### config.mk
export PLATFORM = sky130hd
export DESIGN_NAME = led_scan
export DESIGN_NICKNAME = d
export VERILOG_FILES = /design/src/common/board_pkg.sv /design/src/hdl/led_scan.sv
export SDC_FILE = /design/constraint.sdc
export NUM_CORES = 1
export LEC_CHECK = 0
export BUFFER_PORTS_ARGS = -buffer_cell sky130_fd_sc_hd__clkbuf_2
export CORE_ASPECT_RATIO = 1.25
export CORE_MARGIN = 1.5
export CORE_UTILIZATION = 45
export CTS_CLUSTER_SIZE = 28
export DETAILED_ROUTE_END_ITERATION = 10
export HOLD_SLACK_MARGIN = 0.03
export PLACE_DENSITY_LB_ADDON = 0.15
export SYNTH_ARGS = -nofsm -noshare
export SYNTH_HDL_FRONTEND = slang
export SYNTH_SLANG_ARGS = --single-unit
### constraint.sdc
create_clock -name sys_clk -period 4.8 [get_ports sys_clk]
set_input_delay 0.96 -clock sys_clk [delete_from_list [all_inputs] [get_ports sys_clk]]
set_output_delay 0.96 -clock sys_clk [all_outputs]
set_load 0.03 [all_outputs]
### src/common/board_pkg.sv
package board_pkg;

  // bus geometry
  localparam int addr_width = 12;  // 4k byte space
  localparam int data_width = 16;  // one instruction word

  typedef logic [addr_width-1:0] bus_addr_t;
  typedef logic [data_width-1:0] bus_word_t;

  // one request on the shared bus
  typedef struct packed {
    bus_addr_t addr;
    logic      wr;       // 1 = write
    logic      byt;      // 1 = byte access, data in low byte
    bus_word_t wr_data;
  } bus_req_t;

  // read data, one cycle after the request
  typedef struct packed {
    bus_word_t rd_data;
  } bus_rsp_t;

  // address map
  localparam bus_addr_t io_base       = 12'h080;  // {lcd, led}
  localparam bus_addr_t io_hi         = 12'h081;  // lcd only, from high byte
  localparam bus_addr_t io_window_end = 12'h0ff;  // io window is io_base..here
  localparam bus_addr_t load_base     = 12'h300;  // loader start address

  localparam bus_word_t load_end_word = 16'h7fff;  // end of program marker

  // loader fsm
  typedef enum logic [1:0] {
    ld_high,   // wait for high byte
    ld_low,    // wait for low byte
    ld_write   // word waits for the bus
  } loader_state_t;

  // round robin owner
  typedef enum logic {
    gnt_host,
    gnt_loader
  } grant_t;

endpackage

### src/hdl/led_scan.sv
`timescale 1ns/10ps

module led_scan import board_pkg::*; #(
  parameter int scan_period = 27000,
  parameter int gap_on      = 100,
  parameter int gap_off     = 2000
) (
  input  logic            sys_clk,
  input  logic            rst_n,
  input  bus_word_t [2:0] last_words,
  input  bus_addr_t       last_addr,
  output logic [8:0]      led_row,   // active low
  output logic [7:0]      led_col
);

  localparam int cnt_w = $clog2(scan_period);
  localparam logic [cnt_w-1:0] cnt_last = cnt_w'(scan_period - 1);
  localparam logic [cnt_w-1:0] on_start = cnt_w'(gap_on);
  localparam logic [cnt_w-1:0] on_stop  = cnt_w'(scan_period - gap_off);

  logic [cnt_w-1:0] cnt;      // position inside one row period
  logic [3:0]       row_idx;  // 0..8
  logic             row_on;
  logic [8:0]       row_sel;

  // segments a..g in bits 7..1, dot in bit 0
  function automatic logic [7:0] seg7(input logic [4:0] n);
    logic [6:0] seg;
    case (n[3:0])
      4'h0: seg = 7'b1111110;
      4'h1: seg = 7'b0110000;
      4'h2: seg = 7'b1101101;
      4'h3: seg = 7'b1111001;
      4'h4: seg = 7'b0110011;
      4'h5: seg = 7'b1011011;
      4'h6: seg = 7'b1011111;
      4'h7: seg = 7'b1110010;
      4'h8: seg = 7'b1111111;
      4'h9: seg = 7'b1111011;
      4'ha: seg = 7'b1110111;
      4'hb: seg = 7'b0011111;
      4'hc: seg = 7'b1001110;
      4'hd: seg = 7'b0111101;
      4'he: seg = 7'b1001111;
      default: seg = 7'b1000111;  // f
    endcase
    return {seg, n[4]};
  endfunction

  always_ff @(posedge sys_clk or negedge rst_n) begin
    if (!rst_n) begin
      cnt     <= '0;
      row_idx <= 4'd0;
    end else if (cnt == cnt_last) begin
      cnt     <= '0;
      row_idx <= (row_idx == 4'd8) ? 4'd0 : row_idx + 4'd1;  // next row
    end else begin
      cnt <= cnt + 1'b1;
    end
  end

  // dark gap at both ends of the period keeps neighbours from ghosting
  assign row_on  = (cnt >= on_start) && (cnt < on_stop);
  assign row_sel = 9'd1 << row_idx;
  assign led_row = row_on ? ~row_sel : '1;

  always_comb begin
    case (row_idx)
      4'd0: led_col = last_words[0][15:8];  // newest word
      4'd1: led_col = last_words[0][7:0];
      4'd2: led_col = last_words[1][15:8];
      4'd3: led_col = last_words[1][7:0];
      4'd4: led_col = last_words[2][15:8];
      4'd5: led_col = last_words[2][7:0];
      4'd6: led_col = {4'h0, last_addr[11:8]};
      4'd7: led_col = last_addr[7:0];
      4'd8: led_col = seg7(last_addr[4:0]);
      default: led_col = 8'h00;
    endcase
  end

endmodule

==> results of run 1 <==
==> state kept, by name, indices dropped and copies added, names as in the netlist <==
signal and count:
row_idx 4, cnt 15
==> path summary, 6_finish.rpt <==
kind / end / from / depth (start not counted)
max in group asynchronous: cnt[14] / rst_n / 1
worst min-delay path: cnt[0] / cnt[0] / 1
worst min register to register: cnt[0] / cnt[0] / 1
worst max-delay path: led_col[2] / row_idx[0] / 7
min in group asynchronous: cnt[7] / rst_n / 1
worst max register to register: cnt[1] / cnt[7] / 3
==> final cells by class <==
| class | count | area share (%) |
|---|---|---|
| Sequential cell | 19 | 20.8 |
| Timing Repair Buffer | 78 | 17.1 |
| Tap cell | 56 | 3.07 |
| Multi-Input combinational cell | 178 | 54.9 |
| Inverter | 13 | 2.14 |
| Clock buffer | 4 | 1.97 |
==> synth_stat cells (all sizes together), types with 2 or more instances <==
master | count | share of area (%)
mux2i | 6 | 3.1
nor4 | 5 | 2.4
buf | 7 | 3.1
mux2 | 3 | 1.8
nand2 | 19 | 3.7
clkbuf | 11 | 4.4
nor3b | 2 | 0.78
a22o | 2 | 0.91
a21oi | 14 | 3.6
nor3 | 6 | 1.6
dfrtp | 19 | 25
xnor2 | 7 | 3.2
xor2 | 6 | 2.7
nand3b | 4 | 1.6
a222oi | 6 | 3.1
nor2b | 2 | 0.65
nand3 | 7 | 1.8
or4 | 3 | 1.4
nand4 | 13 | 4.2
a22oi | 9 | 3.5
nor2 | 16 | 3.1
o21ai | 12 | 3.3
a31oi | 5 | 1.6
inv | 13 | 2.5
o32ai | 2 | 0.91
o22ai | 3 | 0.98
ha | 12 | 7.8
nand4b | 3 | 1.4
==> routing by layer <==
metal | track usage (%) | routed length, um | vias to the layer above
met2 | 38.8 | 2710 | 108
met5 | 0 | 0 | -
li1 | - | - | 988
met4 | 7.23 | 102 | 0
met1 | 26.9 | 2200 | 907
met3 | 2.89 | 468 | 13
==> placed cells by master, fill, tap and decap left out, types with 4 or more instances in the layout <==
cell and n:
sky130_fd_sc_hd__clkbuf_2 78, sky130_fd_sc_hd__nand2_1 19, sky130_fd_sc_hd__dfrtp_1 19, sky130_fd_sc_hd__nor2_1 16, sky130_fd_sc_hd__a21oi_1 14, sky130_fd_sc_hd__inv_1 13, sky130_fd_sc_hd__nand4_1 13, sky130_fd_sc_hd__ha_1 12
sky130_fd_sc_hd__o21ai_0 10, sky130_fd_sc_hd__a22oi_1 9, sky130_fd_sc_hd__xnor2_1 7, sky130_fd_sc_hd__nand3_1 7, sky130_fd_sc_hd__a222oi_1 6, sky130_fd_sc_hd__mux2i_1 6, sky130_fd_sc_hd__nor3_1 6, sky130_fd_sc_hd__xor2_1 6
sky130_fd_sc_hd__a31oi_1 5, sky130_fd_sc_hd__nand3b_1 4, sky130_fd_sc_hd__nor4_1 4
==> kinds of logic (layout without fill, tap and decap cells) <==
logic type,Yosys count,after routing,share of synthesized area (%)
AO/OA/AOI/OAI,61,61,22.0
XOR/XNOR,13,13,5.92
adder cells (fa/ha/maj),12,12,7.81
buffers and inverters,31,95,10.1
flip-flops,19,19,24.7
multiplexers,10,10,6.05
AND/OR/NAND/NOR,82,82,23.4
==> report_power, final <==
group	total [mW]	internal, mW	switching (mW)
combinational	0.0684	0.0330	0.0353
sequential	0.160	0.160	0
clock	0.107	0.0588	0.0482
==> critical path, stage by stage, from the launching register on <==
cell	delay (ps)
sky130_fd_sc_hd__dfrtp_1	430
sky130_fd_sc_hd__inv_1	140
sky130_fd_sc_hd__ha_1	610
sky130_fd_sc_hd__nand3b_1	420
sky130_fd_sc_hd__a31oi_1	260
sky130_fd_sc_hd__a21oi_1	60
sky130_fd_sc_hd__o221ai_1	200
sky130_fd_sc_hd__clkbuf_2	240
==> report_table.html, run 1 <==
<table>
<tr><th>Metric</th><th>Value</th></tr>
<tr><th colspan="2">STA</th></tr>
<tr><td>Achievable frequency</td><td>281 MHz</td></tr>
<tr><td>Post-route fraction of the period consumed by the critical path</td><td>around three quarters</td></tr>
<tr><td>Clock period minus worst slack</td><td>approximately 3600 ps</td></tr>
<tr><td>Tightest hold margin</td><td>roughly 530 ps</td></tr>
<tr><td>Setup clock skew after layout</td><td>8.85 ps</td></tr>
<tr><td>Final setup violation count</td><td>0</td></tr>
<tr><td>RSZ-0062 raised after global routing</td><td>false</td></tr>
<tr><td>Final Hold Violating Endpoints</td><td>0</td></tr>
<tr><td>Sum of negative setup slack</td><td>0 ps</td></tr>
<tr><td>Slew at the pin closest to its max-slew limit</td><td>between 900 and 1000 ps</td></tr>
<tr><td>Final Max Slew Viols</td><td>0</td></tr>
<tr><td>Post-route worst setup slack</td><td>around 1200 ps</td></tr>
<tr><td>Tightest slew margin relative to the limit</td><td>between 30% and 40%</td></tr>
<tr><th colspan="2">Drt</th></tr>
<tr><td>Routed vias</td><td>around 2000</td></tr>
<tr><td>Initial DRC count</td><td>207</td></tr>
<tr><td>First-pass detailed-route iteration total</td><td>5</td></tr>
<tr><td>Vias per inst</td><td>around 5.8</td></tr>
<tr><td>Routed wire length</td><td>between 5000 and 6000 um</td></tr>
<tr><td>Routed len/inst</td><td>around 16 um</td></tr>
<tr><td>Count of antenna-violating nets left after detailed routing</td><td>0</td></tr>
<tr><td>Residual DRC</td><td>0</td></tr>
<tr><th colspan="2">Yosys</th></tr>
<tr><td>Synth warn</td><td>0</td></tr>
<tr><td>Cell area after synthesis</td><td>approximately 1900 um^2</td></tr>
<tr><td>Number of different library cells in the post-synthesis netlist</td><td>47</td></tr>
<tr><td>Net count after synthesis</td><td>between 300 and 400</td></tr>
<tr><td>Count of flip-flops with a built-in enable after synthesis</td><td>0</td></tr>
<tr><td>Sequential fraction of the synthesis area</td><td>roughly 25%</td></tr>
<tr><td>Async set or reset register ratio after synthesis</td><td>100%</td></tr>
<tr><td>Number of standard cells after synthesis</td><td>~230</td></tr>
<tr><td>Mean Syn Cell Area</td><td>~8.4 um^2</td></tr>
<tr><td>Flip-flop and latch count after synthesis</td><td>19</td></tr>
<tr><td>Primary FF master, synth</td><td>sky130_fd_sc_hd__dfrtp_1</td></tr>
<tr><th colspan="2">Placed design</th></tr>
<tr><td>Global placer's final weighted congestion</td><td>slightly below 0.9</td></tr>
<tr><td>HPWL reported at the end of detailed placement</td><td>between 4000 and 5000 um</td></tr>
<tr><td>Pre-CTS setup slack</td><td>~1500 ps</td></tr>
<tr><td>Placed instance count</td><td>~340</td></tr>
<tr><td>Placed instance area</td><td>2240 um^2</td></tr>
<tr><td>Input/output buffers</td><td>78</td></tr>
<tr><th colspan="2">Power</th></tr>
<tr><td>Overall power consumption</td><td>around 340 uW</td></tr>
<tr><td>Leakage power figure</td><td>around 1.1 nW</td></tr>
<tr><td>Total power density per cell area</td><td>147 nW/um^2</td></tr>
<tr><td>Maximum ir drop on the vdd rail</td><td>0.244 mV</td></tr>
<tr><th colspan="2">Final layout</th></tr>
<tr><td>Fraction of layout cells with a size suffix above 1</td><td>31.2%</td></tr>
<tr><td>Post-layout util</td><td>a little under three fifths</td></tr>
<tr><td>Area taken by multi-input logic gates</td><td>~1300 um^2</td></tr>
<tr><td>Fill cell total of the finished layout</td><td>approximately 380</td></tr>
<tr><td>Number of nets in the layout</td><td>367</td></tr>
<tr><td>Count of non-filler cells in the finished layout</td><td>about 350</td></tr>
<tr><td>Growth of design area from synthesis to finish</td><td>18.8%</td></tr>
<tr><td>Final std cell area, no fill</td><td>around 2300 um^2</td></tr>
<tr><td>N_diodes</td><td>0</td></tr>
<tr><td>Total area of sequential cells</td><td>roughly 480 um^2</td></tr>
<tr><th colspan="2">Clock tree</th></tr>
<tr><td>CTS tree</td><td>built</td></tr>
<tr><td>TritonCTS Buffers</td><td>3</td></tr>
<tr><td>Post-CTS resize count</td><td>0</td></tr>
<tr><td>Max Buffers Root-to-Sink</td><td>2</td></tr>
<tr><td>Sink count of the clock tree</td><td>19</td></tr>
<tr><td>Max H-tree Level</td><td>1</td></tr>
<tr><td>Root Driver</td><td>sky130_fd_sc_hd__clkbuf_8</td></tr>
<tr><td>Number of post-CTS setup repair buffers</td><td>0</td></tr>
<tr><td>Clock transition at path regs</td><td>60 ps</td></tr>
<tr><td># hold bufs at CTS</td><td>0</td></tr>
<tr><td>Clock latency of the later-clocked register in the worst-skew pair</td><td>~250 ps</td></tr>
<tr><th colspan="2">GRT</th></tr>
<tr><td>Maximum number of pins on one net before global-route repair</td><td>27</td></tr>
<tr><td>Total global routing track utilization</td><td>between 20% and 30%</td></tr>
<tr><td>Initial antenna violation count</td><td>0</td></tr>
<tr><td>Sum of overflow across all layers after global routing</td><td>0</td></tr>
<tr><td>Global-route wire length before repair</td><td>8200 um</td></tr>
<tr><td>Vias in the first global route</td><td>about 1800</td></tr>
<tr><th colspan="2">Floorplan</th></tr>
<tr><td>Die height</td><td>76.1 um</td></tr>
<tr><td>Number of placed I/O pins</td><td>79</td></tr>
<tr><td>Number of placement rows</td><td>26</td></tr>
<tr><td>Core Region</td><td>roughly 4100 um^2</td></tr>
<tr><td>Die width</td><td>between 60 and 70 um</td></tr>
<tr><td>Initial core utilization</td><td>about 47%</td></tr>
<tr><td>Die outline area</td><td>4670 um^2</td></tr>
<tr><th colspan="2">Min path</th></tr>
<tr><td>Worst min-delay path category</td><td>flop to flop</td></tr>
<tr><th colspan="2">Critical path</th></tr>
<tr><td>Register-to-Register Setup Slack</td><td>2570 ps</td></tr>
<tr><td>Critical Path AT</td><td>about 2600 ps</td></tr>
<tr><td>Required arrival time at the worst endpoint</td><td>between 3000 and 4000 ps</td></tr>
<tr><td>Setup crit start kind</td><td>flop</td></tr>
<tr><td>Biggest fanout along the worst timing path</td><td>18</td></tr>
<tr><td>Type of destination of the critical path</td><td>output port</td></tr>
<tr><td>Critical Setup Path Class</td><td>flop to output port</td></tr>
<tr><th colspan="2">Outcome</th></tr>
<tr><td>Result of the run</td><td>finished clean</td></tr>
<tr><th colspan="2">Job</th></tr>
<tr><td>Number of max-cap violations</td><td>0</td></tr>
</table>
No activity file was read; power rests on OpenSTA's default activity.
==> run 2, diff against run 1 <==
Settings changed: ABC_AREA from default to 1.
Clock period 4.8 ns to 3.5 ns, I/O delays scaled along.
==> report_table.html, run 2 <==
<table>
<tr><th>Metric</th><th>Value</th></tr>
<tr><th colspan="2">Outcome</th></tr>
<tr><td>Result of the run</td><td>finished clean</td></tr>
<tr><th colspan="2">Final layout</th></tr>
<tr><td>Top Registers</td><td>cnt: 15 flops, row_idx: 4 flops</td></tr>
<tr><td>Growth of design area from synthesis to finish</td><td>21.2%</td></tr>
<tr><td>Count of non-filler cells in the finished layout</td><td>roughly 520</td></tr>
<tr><td>N_diodes</td><td>0</td></tr>
<tr><td>Post-layout util</td><td>56.2%</td></tr>
<tr><td>Register with the most flip-flops</td><td>cnt</td></tr>
<tr><td>Fraction of layout cells with a size suffix above 1</td><td>a little under a quarter</td></tr>
<tr><td>Max FFs per register</td><td>15</td></tr>
<tr><td>Leading cell type in the layout, fill and taps excluded</td><td>sky130_fd_sc_hd__nand2_1</td></tr>
<tr><td>Number of nets in the layout</td><td>approximately 540</td></tr>
<tr><td>Commonest cells after routing, fill and taps aside</td><td>138 x sky130_fd_sc_hd__nand2_1, 78 x sky130_fd_sc_hd__clkbuf_2, 72 x sky130_fd_sc_hd__nor2_1, 40 x sky130_fd_sc_hd__inv_1, 38 x sky130_fd_sc_hd__nand3_1</td></tr>
<tr><th colspan="2">Yosys</th></tr>
<tr><td>Top area cells in the synthesized netlist</td><td>sky130_fd_sc_hd__nand2_1 24%, sky130_fd_sc_hd__dfrtp_1 22%, sky130_fd_sc_hd__nor2_1 12%, sky130_fd_sc_hd__nand3_1 8.7%, sky130_fd_sc_hd__ha_1 6.8%</td></tr>
<tr><td>Multiplexer fraction of the synthesized cell area</td><td>0%</td></tr>
<tr><td>Count of flip-flops with a built-in enable after synthesis</td><td>0</td></tr>
<tr><td>Area fraction in and, or, nand and nor cells after synthesis</td><td>55.1%</td></tr>
<tr><td>Portion of synthesized cell area occupied by the leading cell type</td><td>roughly a quarter</td></tr>
<tr><td>Most common cell in the netlist</td><td>sky130_fd_sc_hd__nand2_1</td></tr>
<tr><td>Primary FF master, synth</td><td>sky130_fd_sc_hd__dfrtp_1</td></tr>
<tr><td>Synth warn</td><td>0</td></tr>
<tr><td>Number of standard cells after synthesis</td><td>386</td></tr>
<tr><td>Flip-flop and latch count after synthesis</td><td>19</td></tr>
<tr><td>Number of different library cells in the post-synthesis netlist</td><td>27</td></tr>
<tr><td>Post-synthesis adder-cell area fraction</td><td>under 10%</td></tr>
<tr><td>Cell type contributing the most total cell area after synthesis</td><td>sky130_fd_sc_hd__nand2_1</td></tr>
<tr><td>Async set or reset register ratio after synthesis</td><td>100%</td></tr>
<tr><td>Mean Syn Cell Area</td><td>5.69 um^2</td></tr>
<tr><td>Area share of xor/xnor cells in the synthesized design</td><td>2.39%</td></tr>
<tr><td>Synth Area in Compound Gates</td><td>under 10%</td></tr>
<tr><td>Main combinational cell family by area after synthesis</td><td>simple AND/OR/NAND/NOR gates</td></tr>
<tr><td>Most instantiated cells after synthesis</td><td>138 x sky130_fd_sc_hd__nand2_1, 72 x sky130_fd_sc_hd__nor2_1, 40 x sky130_fd_sc_hd__inv_1</td></tr>
<tr><td>Net count after synthesis</td><td>460</td></tr>
<tr><td>Cell area after synthesis</td><td>~2200 um^2</td></tr>
<tr><td>Sequential fraction of the synthesis area</td><td>a little over a fifth</td></tr>
<tr><th colspan="2">Clock tree</th></tr>
<tr><td>CTS tree</td><td>built</td></tr>
<tr><td>Post-CTS resize count</td><td>0</td></tr>
<tr><td># hold bufs at CTS</td><td>0</td></tr>
<tr><td>Max Buffers Root-to-Sink</td><td>2</td></tr>
<tr><td>Sink count of the clock tree</td><td>19</td></tr>
<tr><td>TritonCTS Buffers</td><td>3</td></tr>
<tr><td>Max H-tree Level</td><td>1</td></tr>
<tr><td>Number of post-CTS setup repair buffers</td><td>0</td></tr>
<tr><td>Clock latency of the later-clocked register in the worst-skew pair</td><td>around 260 ps</td></tr>
<tr><td>Root Driver</td><td>sky130_fd_sc_hd__clkbuf_8</td></tr>
<tr><td>Clock transition at path regs</td><td>roughly 70 ps</td></tr>
<tr><th colspan="2">Floorplan</th></tr>
<tr><td>Die outline area</td><td>between 5000 and 6000 um^2</td></tr>
<tr><td>Initial core utilization</td><td>between 40 and 50%</td></tr>
<tr><td>Core Region</td><td>~4700 um^2</td></tr>
<tr><td>Die height</td><td>about 81 um</td></tr>
<tr><td>Number of placement rows</td><td>28</td></tr>
<tr><td>Number of placed I/O pins</td><td>79</td></tr>
<tr><td>Die width</td><td>around 65 um</td></tr>
<tr><th colspan="2">Drt</th></tr>
<tr><td>Vias per inst</td><td>a little over 5</td></tr>
<tr><td>Routed len/inst</td><td>12.4 um</td></tr>
<tr><td>Count of antenna-violating nets left after detailed routing</td><td>0</td></tr>
<tr><td>Routed vias</td><td>~2600</td></tr>
<tr><td>Initial DRC count</td><td>220</td></tr>
<tr><td>Routed wire length</td><td>roughly 6400 um</td></tr>
<tr><td>First-pass detailed-route iteration total</td><td>5</td></tr>
<tr><td>Residual DRC</td><td>0</td></tr>
<tr><th colspan="2">Critical path</th></tr>
<tr><td>Critical Path AT</td><td>2020 ps</td></tr>
<tr><td>Type of destination of the critical path</td><td>output port</td></tr>
<tr><td>Crit-path cells</td><td>inv_1, ha_1, inv_1, nor2_1, nand2_1, nand2_1, nor2_1, nand3_1, clkbuf_2</td></tr>
<tr><td>Setup crit start kind</td><td>flop</td></tr>
<tr><td>Critical Setup Path Class</td><td>flop to output port</td></tr>
<tr><td>Family with the most delay on the worst path</td><td>simple AND/OR/NAND/NOR gates</td></tr>
<tr><td>Required arrival time at the worst endpoint</td><td>between 2000 and 3000 ps</td></tr>
<tr><td>Biggest fanout along the worst timing path</td><td>6</td></tr>
<tr><td>Worst path slowest cell</td><td>sky130_fd_sc_hd__dfrtp_1</td></tr>
<tr><td>Largest stage delay on the critical path</td><td>about 440 ps</td></tr>
<tr><td>Critical path buffers and inverters</td><td>3</td></tr>
<tr><th colspan="2">STA</th></tr>
<tr><td>Final setup violation count</td><td>0</td></tr>
<tr><td>Tightest hold margin</td><td>approximately 380 ps</td></tr>
<tr><td>RSZ-0062 raised after global routing</td><td>false</td></tr>
<tr><td>Post-route worst setup slack</td><td>just under 800 ps</td></tr>
<tr><td>Achievable frequency</td><td>367 MHz</td></tr>
<tr><td>Final Hold Violating Endpoints</td><td>0</td></tr>
<tr><td>Sum of negative setup slack</td><td>0 ps</td></tr>
<tr><td>Slew at the pin closest to its max-slew limit</td><td>687 ps</td></tr>
<tr><td>Tightest slew margin relative to the limit</td><td>54.0%</td></tr>
<tr><td>Clock period minus worst slack</td><td>between 2000 and 3000 ps</td></tr>
<tr><td>Setup clock skew after layout</td><td>approximately 1.6 ps</td></tr>
<tr><td>Post-route fraction of the period consumed by the critical path</td><td>between 70% and 80%</td></tr>
<tr><td>Final Max Slew Viols</td><td>0</td></tr>
<tr><th colspan="2">Min path</th></tr>
<tr><td>Worst min-delay path category</td><td>input pin to asynchronous set/reset pin</td></tr>
<tr><th colspan="2">Placed design</th></tr>
<tr><td>Placed instance count</td><td>a little over 500</td></tr>
<tr><td>Global placer's final weighted congestion</td><td>approximately 0.94</td></tr>
<tr><td>HPWL reported at the end of detailed placement</td><td>5110 um</td></tr>
<tr><td>Pre-CTS setup slack</td><td>1020 ps</td></tr>
<tr><td>Input/output buffers</td><td>78</td></tr>
<tr><th colspan="2">GRT</th></tr>
<tr><td>Initial antenna violation count</td><td>0</td></tr>
<tr><td>Total global routing track utilization</td><td>around a quarter</td></tr>
<tr><td>Maximum number of pins on one net before global-route repair</td><td>20</td></tr>
<tr><td>Global-route wire length before repair</td><td>roughly 10000 um</td></tr>
<tr><td>Vias in the first global route</td><td>roughly 2300</td></tr>
<tr><td>Sum of overflow across all layers after global routing</td><td>0</td></tr>
<tr><th colspan="2">Power</th></tr>
<tr><td>Leakage power figure</td><td>1.50 nW</td></tr>
<tr><td>Total power density per cell area</td><td>roughly 170 nW/um^2</td></tr>
<tr><td>Maximum ir drop on the vdd rail</td><td>0.206 mV</td></tr>
<tr><th colspan="2">Job</th></tr>
<tr><td>Number of max-cap violations</td><td>0</td></tr>
</table>
==> run 2: cell families (layout without fill, tap and decap cells) <==
kind of cell    Yosys count  count (layout)
xor+xnor                  6               6
fa+ha+maj                12              12
buf+inv                  52             127
compound gates           16              16
flops                    19              19
simple gates            281             281
==> run 2: per-layer routing <==
layer	part of all wire [%]	track usage, %
met4	2.7	9.79
met1	39	27.3
met2	52	48.5
met3	6.3	2.35
met5	0	0
==> run 2: final timing paths <==
path                            slack [ps]  startpoint  depth (start not counted)    endpoint
max in group asynchronous             2800       rst_n                          1     cnt[11]
min in group sys_clk                   490      cnt[0]                          1      cnt[0]
worst max register to register        1880  row_idx[1]                          4  row_idx[2]
worst min-delay path                   380       rst_n                          1  row_idx[2]
worst min register to register         490      cnt[0]                          1      cnt[0]
worst max-delay path                   780  row_idx[0]                          9  led_col[1]
==> run 2: metrics by stage <==
step	instance area, um^2	power, mW
finish	2660	0.458
global route	2660	0.476
CTS	2660	0.461
detailed placement	2610	0.305
global placement	2610	0.306
floorplan	2190	0.256
==> run 2: layout make-up <==
cell class | count | area (um^2)
fillers | 492 | 2070
clock inverters | 1 | 5.00
clock buffers | 3 | 41.3
repair buffers | 78 | 390
multi-input cells | 315 | 1500
inverters | 45 | 169
well taps | 60 | 75.1
flip-flops and latches | 19 | 475
==> run 2: power by group <==
group	switching, mW	total (mW)	internal (mW)
Clock	0.0772	0.157	0.0794
Sequential	0	0.219	0.219
Combinational	0.0453	0.0824	0.0371
==> run 3, diff against run 2 <==
Clock period 3.5 ns to 2.6 ns, I/O delays scaled along.
==> report_table.html, run 3 (synthesized netlist as in run 2, its figures left out) <==
<table>
<tr><th>Metric</th><th>Value</th></tr>
<tr><th colspan="2">Drt</th></tr>
<tr><td>Vias per inst</td><td>~5</td></tr>
<tr><td>Routed wire length</td><td>6340 um</td></tr>
<tr><td>Count of antenna-violating nets left after detailed routing</td><td>0</td></tr>
<tr><td>Initial DRC count</td><td>177</td></tr>
<tr><td>First-pass detailed-route iteration total</td><td>5</td></tr>
<tr><td>Routed vias</td><td>2638</td></tr>
<tr><td>Residual DRC</td><td>0</td></tr>
<tr><td>Routed len/inst</td><td>between 10 and 15 um</td></tr>
<tr><th colspan="2">STA</th></tr>
<tr><td>Final Hold Violating Endpoints</td><td>0</td></tr>
<tr><td>Sum of negative setup slack</td><td>0 ps</td></tr>
<tr><td>Post-route worst setup slack</td><td>between 100 and 150 ps</td></tr>
<tr><td>Post-route fraction of the period consumed by the critical path</td><td>between 90% and 100%</td></tr>
<tr><td>Setup clock skew after layout</td><td>between 6 and 7 ps</td></tr>
<tr><td>Slew at the pin closest to its max-slew limit</td><td>just over 500 ps</td></tr>
<tr><td>Final Max Slew Viols</td><td>0</td></tr>
<tr><td>Final setup violation count</td><td>0</td></tr>
<tr><td>RSZ-0062 raised after global routing</td><td>true</td></tr>
<tr><td>Achievable frequency</td><td>between 400 and 500 MHz</td></tr>
<tr><td>Clock period minus worst slack</td><td>approximately 2500 ps</td></tr>
<tr><td>Tightest slew margin relative to the limit</td><td>66.5%</td></tr>
<tr><th colspan="2">Power</th></tr>
<tr><td>Register share of total power</td><td>47.8%</td></tr>
<tr><td>Maximum ir drop on the vdd rail</td><td>0.317 mV</td></tr>
<tr><td>Overall power consumption</td><td>between 600 and 700 uW</td></tr>
<tr><td>Switching share of power</td><td>approximately 27%</td></tr>
<tr><td>Total power density per cell area</td><td>229 nW/um^2</td></tr>
<tr><td>Fraction of power consumed by combinational cells</td><td>a little under a fifth</td></tr>
<tr><td>Clock network power share</td><td>approximately a third</td></tr>
<tr><td>Leakage power figure</td><td>1.50 nW</td></tr>
<tr><td>Internal power component</td><td>about 450 uW</td></tr>
<tr><td>Switching power summed over all nets</td><td>between 150 and 200 uW</td></tr>
<tr><th colspan="2">GRT</th></tr>
<tr><td>Vias in the first global route</td><td>approximately 2400</td></tr>
<tr><td>Maximum number of pins on one net before global-route repair</td><td>20</td></tr>
<tr><td>Sum of overflow across all layers after global routing</td><td>0</td></tr>
<tr><td>Initial antenna violation count</td><td>0</td></tr>
<tr><td>Total global routing track utilization</td><td>between 20% and 30%</td></tr>
<tr><td>Global-route wire length before repair</td><td>between 10000 and 15000 um</td></tr>
<tr><th colspan="2">Final layout</th></tr>
<tr><td>Count of non-filler cells in the finished layout</td><td>approximately 520</td></tr>
<tr><td>Growth of design area from synthesis to finish</td><td>22.9%</td></tr>
<tr><td>Commonest cells after routing, fill and taps aside</td><td>138 x sky130_fd_sc_hd__nand2_1, 78 x sky130_fd_sc_hd__clkbuf_2, 71 x sky130_fd_sc_hd__nor2_1, 40 x sky130_fd_sc_hd__inv_1, 38 x sky130_fd_sc_hd__nand3_1</td></tr>
<tr><td>Leading cell type in the layout, fill and taps excluded</td><td>sky130_fd_sc_hd__nand2_1</td></tr>
<tr><td>Top Registers</td><td>cnt: 15 flops, row_idx: 4 flops</td></tr>
<tr><td>Number of nets in the layout</td><td>538</td></tr>
<tr><td>Max FFs per register</td><td>15</td></tr>
<tr><td>Area taken by multi-input logic gates</td><td>approximately 1500 um^2</td></tr>
<tr><td>Fraction of layout cells with a size suffix above 1</td><td>about a quarter</td></tr>
<tr><td>Fill cell total of the finished layout</td><td>approximately 500</td></tr>
<tr><td>Register with the most flip-flops</td><td>cnt</td></tr>
<tr><td>N_diodes</td><td>0</td></tr>
<tr><td>Post-layout util</td><td>57.0%</td></tr>
<tr><td>Total area of sequential cells</td><td>between 400 and 500 um^2</td></tr>
<tr><th colspan="2">Floorplan</th></tr>
<tr><td>Number of placement rows</td><td>28</td></tr>
<tr><td>Number of placed I/O pins</td><td>between 70 and 80</td></tr>
<tr><td>Initial core utilization</td><td>46.4%</td></tr>
<tr><td>Die width</td><td>65.5 um</td></tr>
<tr><td>Die outline area</td><td>approximately 5300 um^2</td></tr>
<tr><td>Die height</td><td>81.1 um</td></tr>
<tr><td>Core Region</td><td>between 4000 and 5000 um^2</td></tr>
<tr><th colspan="2">Job</th></tr>
<tr><td>Number of max-cap violations</td><td>0</td></tr>
<tr><th colspan="2">Critical path</th></tr>
<tr><td>Most repeated library cell on the critical path</td><td>sky130_fd_sc_hd__nand2_1</td></tr>
<tr><td>Setup crit start kind</td><td>flop</td></tr>
<tr><td>Family with the most delay on the worst path</td><td>simple AND/OR/NAND/NOR gates</td></tr>
<tr><td>Worst path slowest cell</td><td>sky130_fd_sc_hd__dfrtp_1</td></tr>
<tr><td>Type of destination of the critical path</td><td>output port</td></tr>
<tr><td>Critical Path AT</td><td>around 1900 ps</td></tr>
<tr><td>Crit-path cells</td><td>inv_1, ha_1, nand2_1, nor2_4, nand2_1, nand2_1, nor2_1, nand3_1, clkbuf_2</td></tr>
<tr><td>Required arrival time at the worst endpoint</td><td>roughly 2100 ps</td></tr>
<tr><td>Critical Setup Path Class</td><td>flop to output port</td></tr>
<tr><td>Critical path buffers and inverters</td><td>2</td></tr>
<tr><td>Biggest fanout along the worst timing path</td><td>8</td></tr>
<tr><td>Largest stage delay on the critical path</td><td>about 440 ps</td></tr>
<tr><th colspan="2">Clock tree</th></tr>
<tr><td>Sink count of the clock tree</td><td>19</td></tr>
<tr><td>Max Buffers Root-to-Sink</td><td>2</td></tr>
<tr><td># hold bufs at CTS</td><td>0</td></tr>
<tr><td>Clock latency of the later-clocked register in the worst-skew pair</td><td>approximately 260 ps</td></tr>
<tr><td>Root Driver</td><td>sky130_fd_sc_hd__clkbuf_8</td></tr>
<tr><td>Clock transition at path regs</td><td>approximately 80 ps</td></tr>
<tr><td>Number of post-CTS setup repair buffers</td><td>0</td></tr>
<tr><td>Post-CTS resize count</td><td>0</td></tr>
<tr><td>Max H-tree Level</td><td>1</td></tr>
<tr><td>CTS tree</td><td>built</td></tr>
<tr><td>TritonCTS Buffers</td><td>3</td></tr>
<tr><th colspan="2">Min path</th></tr>
<tr><td>Worst min-delay path category</td><td>input pin to asynchronous set/reset pin</td></tr>
<tr><th colspan="2">Placed design</th></tr>
<tr><td>Global placer's final weighted congestion</td><td>between 0.9 and 1</td></tr>
<tr><td>HPWL reported at the end of detailed placement</td><td>between 5000 and 6000 um</td></tr>
<tr><td>Placed instance count</td><td>approximately 520</td></tr>
<tr><td>Input/output buffers</td><td>around 80</td></tr>
<tr><td>Pre-CTS setup slack</td><td>about 340 ps</td></tr>
<tr><th colspan="2">Outcome</th></tr>
<tr><td>Result of the run</td><td>finished clean</td></tr>
</table>
==> run 3: worst register-to-register path: cells and delay by family, from the launching register on <==
kind / cells / cell delay, ps
adders and majority gates: 2 / 600
DFF: 1 / 440
and+or+nand+nor: 1 / 230
AOI/OAI and AO/OA: 1 / 130
==> run 3: final cells by class <==
class	count	share of cell area, %
inverter	45	6.26
sequential	19	17.6
clock buffer	3	1.53
timing repair buffer	80	15.0
multi-input combinational	315	56.6
clock inverter	1	0.186
tap	60	2.78
==> run 3: path summary, 6_finish.rpt <==
check / start / to / slack, ps / depth (start not counted)
worst max register to register: row_idx[0] / row_idx[2] / 1120 / 4
worst min register to register: cnt[0] / cnt[0] / 490 / 1
min in group sys_clk: cnt[0] / cnt[0] / 490 / 1
worst min-delay path: rst_n / row_idx[1] / 200 / 1
max in group asynchronous: rst_n / cnt[9] / 2070 / 1
worst max-delay path: row_idx[0] / led_col[1] / 140 / 9
==> run 3: through the flow <==
step / area, um^2 / hold WS [ps]
finish: 2700 / 202
global route: 2700 / 233
CTS: 2670 / 216
detailed placement: 2630 / 487
global placement: 2630 / 474
floorplan: 2190 / 224
==> run 3: per-layer routing <==
| layer | vias to the layer above | global-route usage (%) | wire length (um) |
|---|---|---|---|
| li1 | 1359 | - | - |
| met1 | 1151 | 26.6 | 2400 |
| met2 | 115 | 49.4 | 3390 |
| met3 | 13 | 1.52 | 407 |
| met4 | 0 | 8.54 | 141 |
| met5 | - | 0 | 0 |
==> run 3: power by group through the flow <==
stage                     Sequential [mW]  Clock (mW)  Combinational, mW
after floorplan                     0.301           0             0.0440
after global placement              0.301           0              0.111
after detailed placement            0.301           0              0.110
after CTS                           0.295       0.213              0.111
after global routing                0.295       0.227              0.123
final                               0.295       0.210              0.112
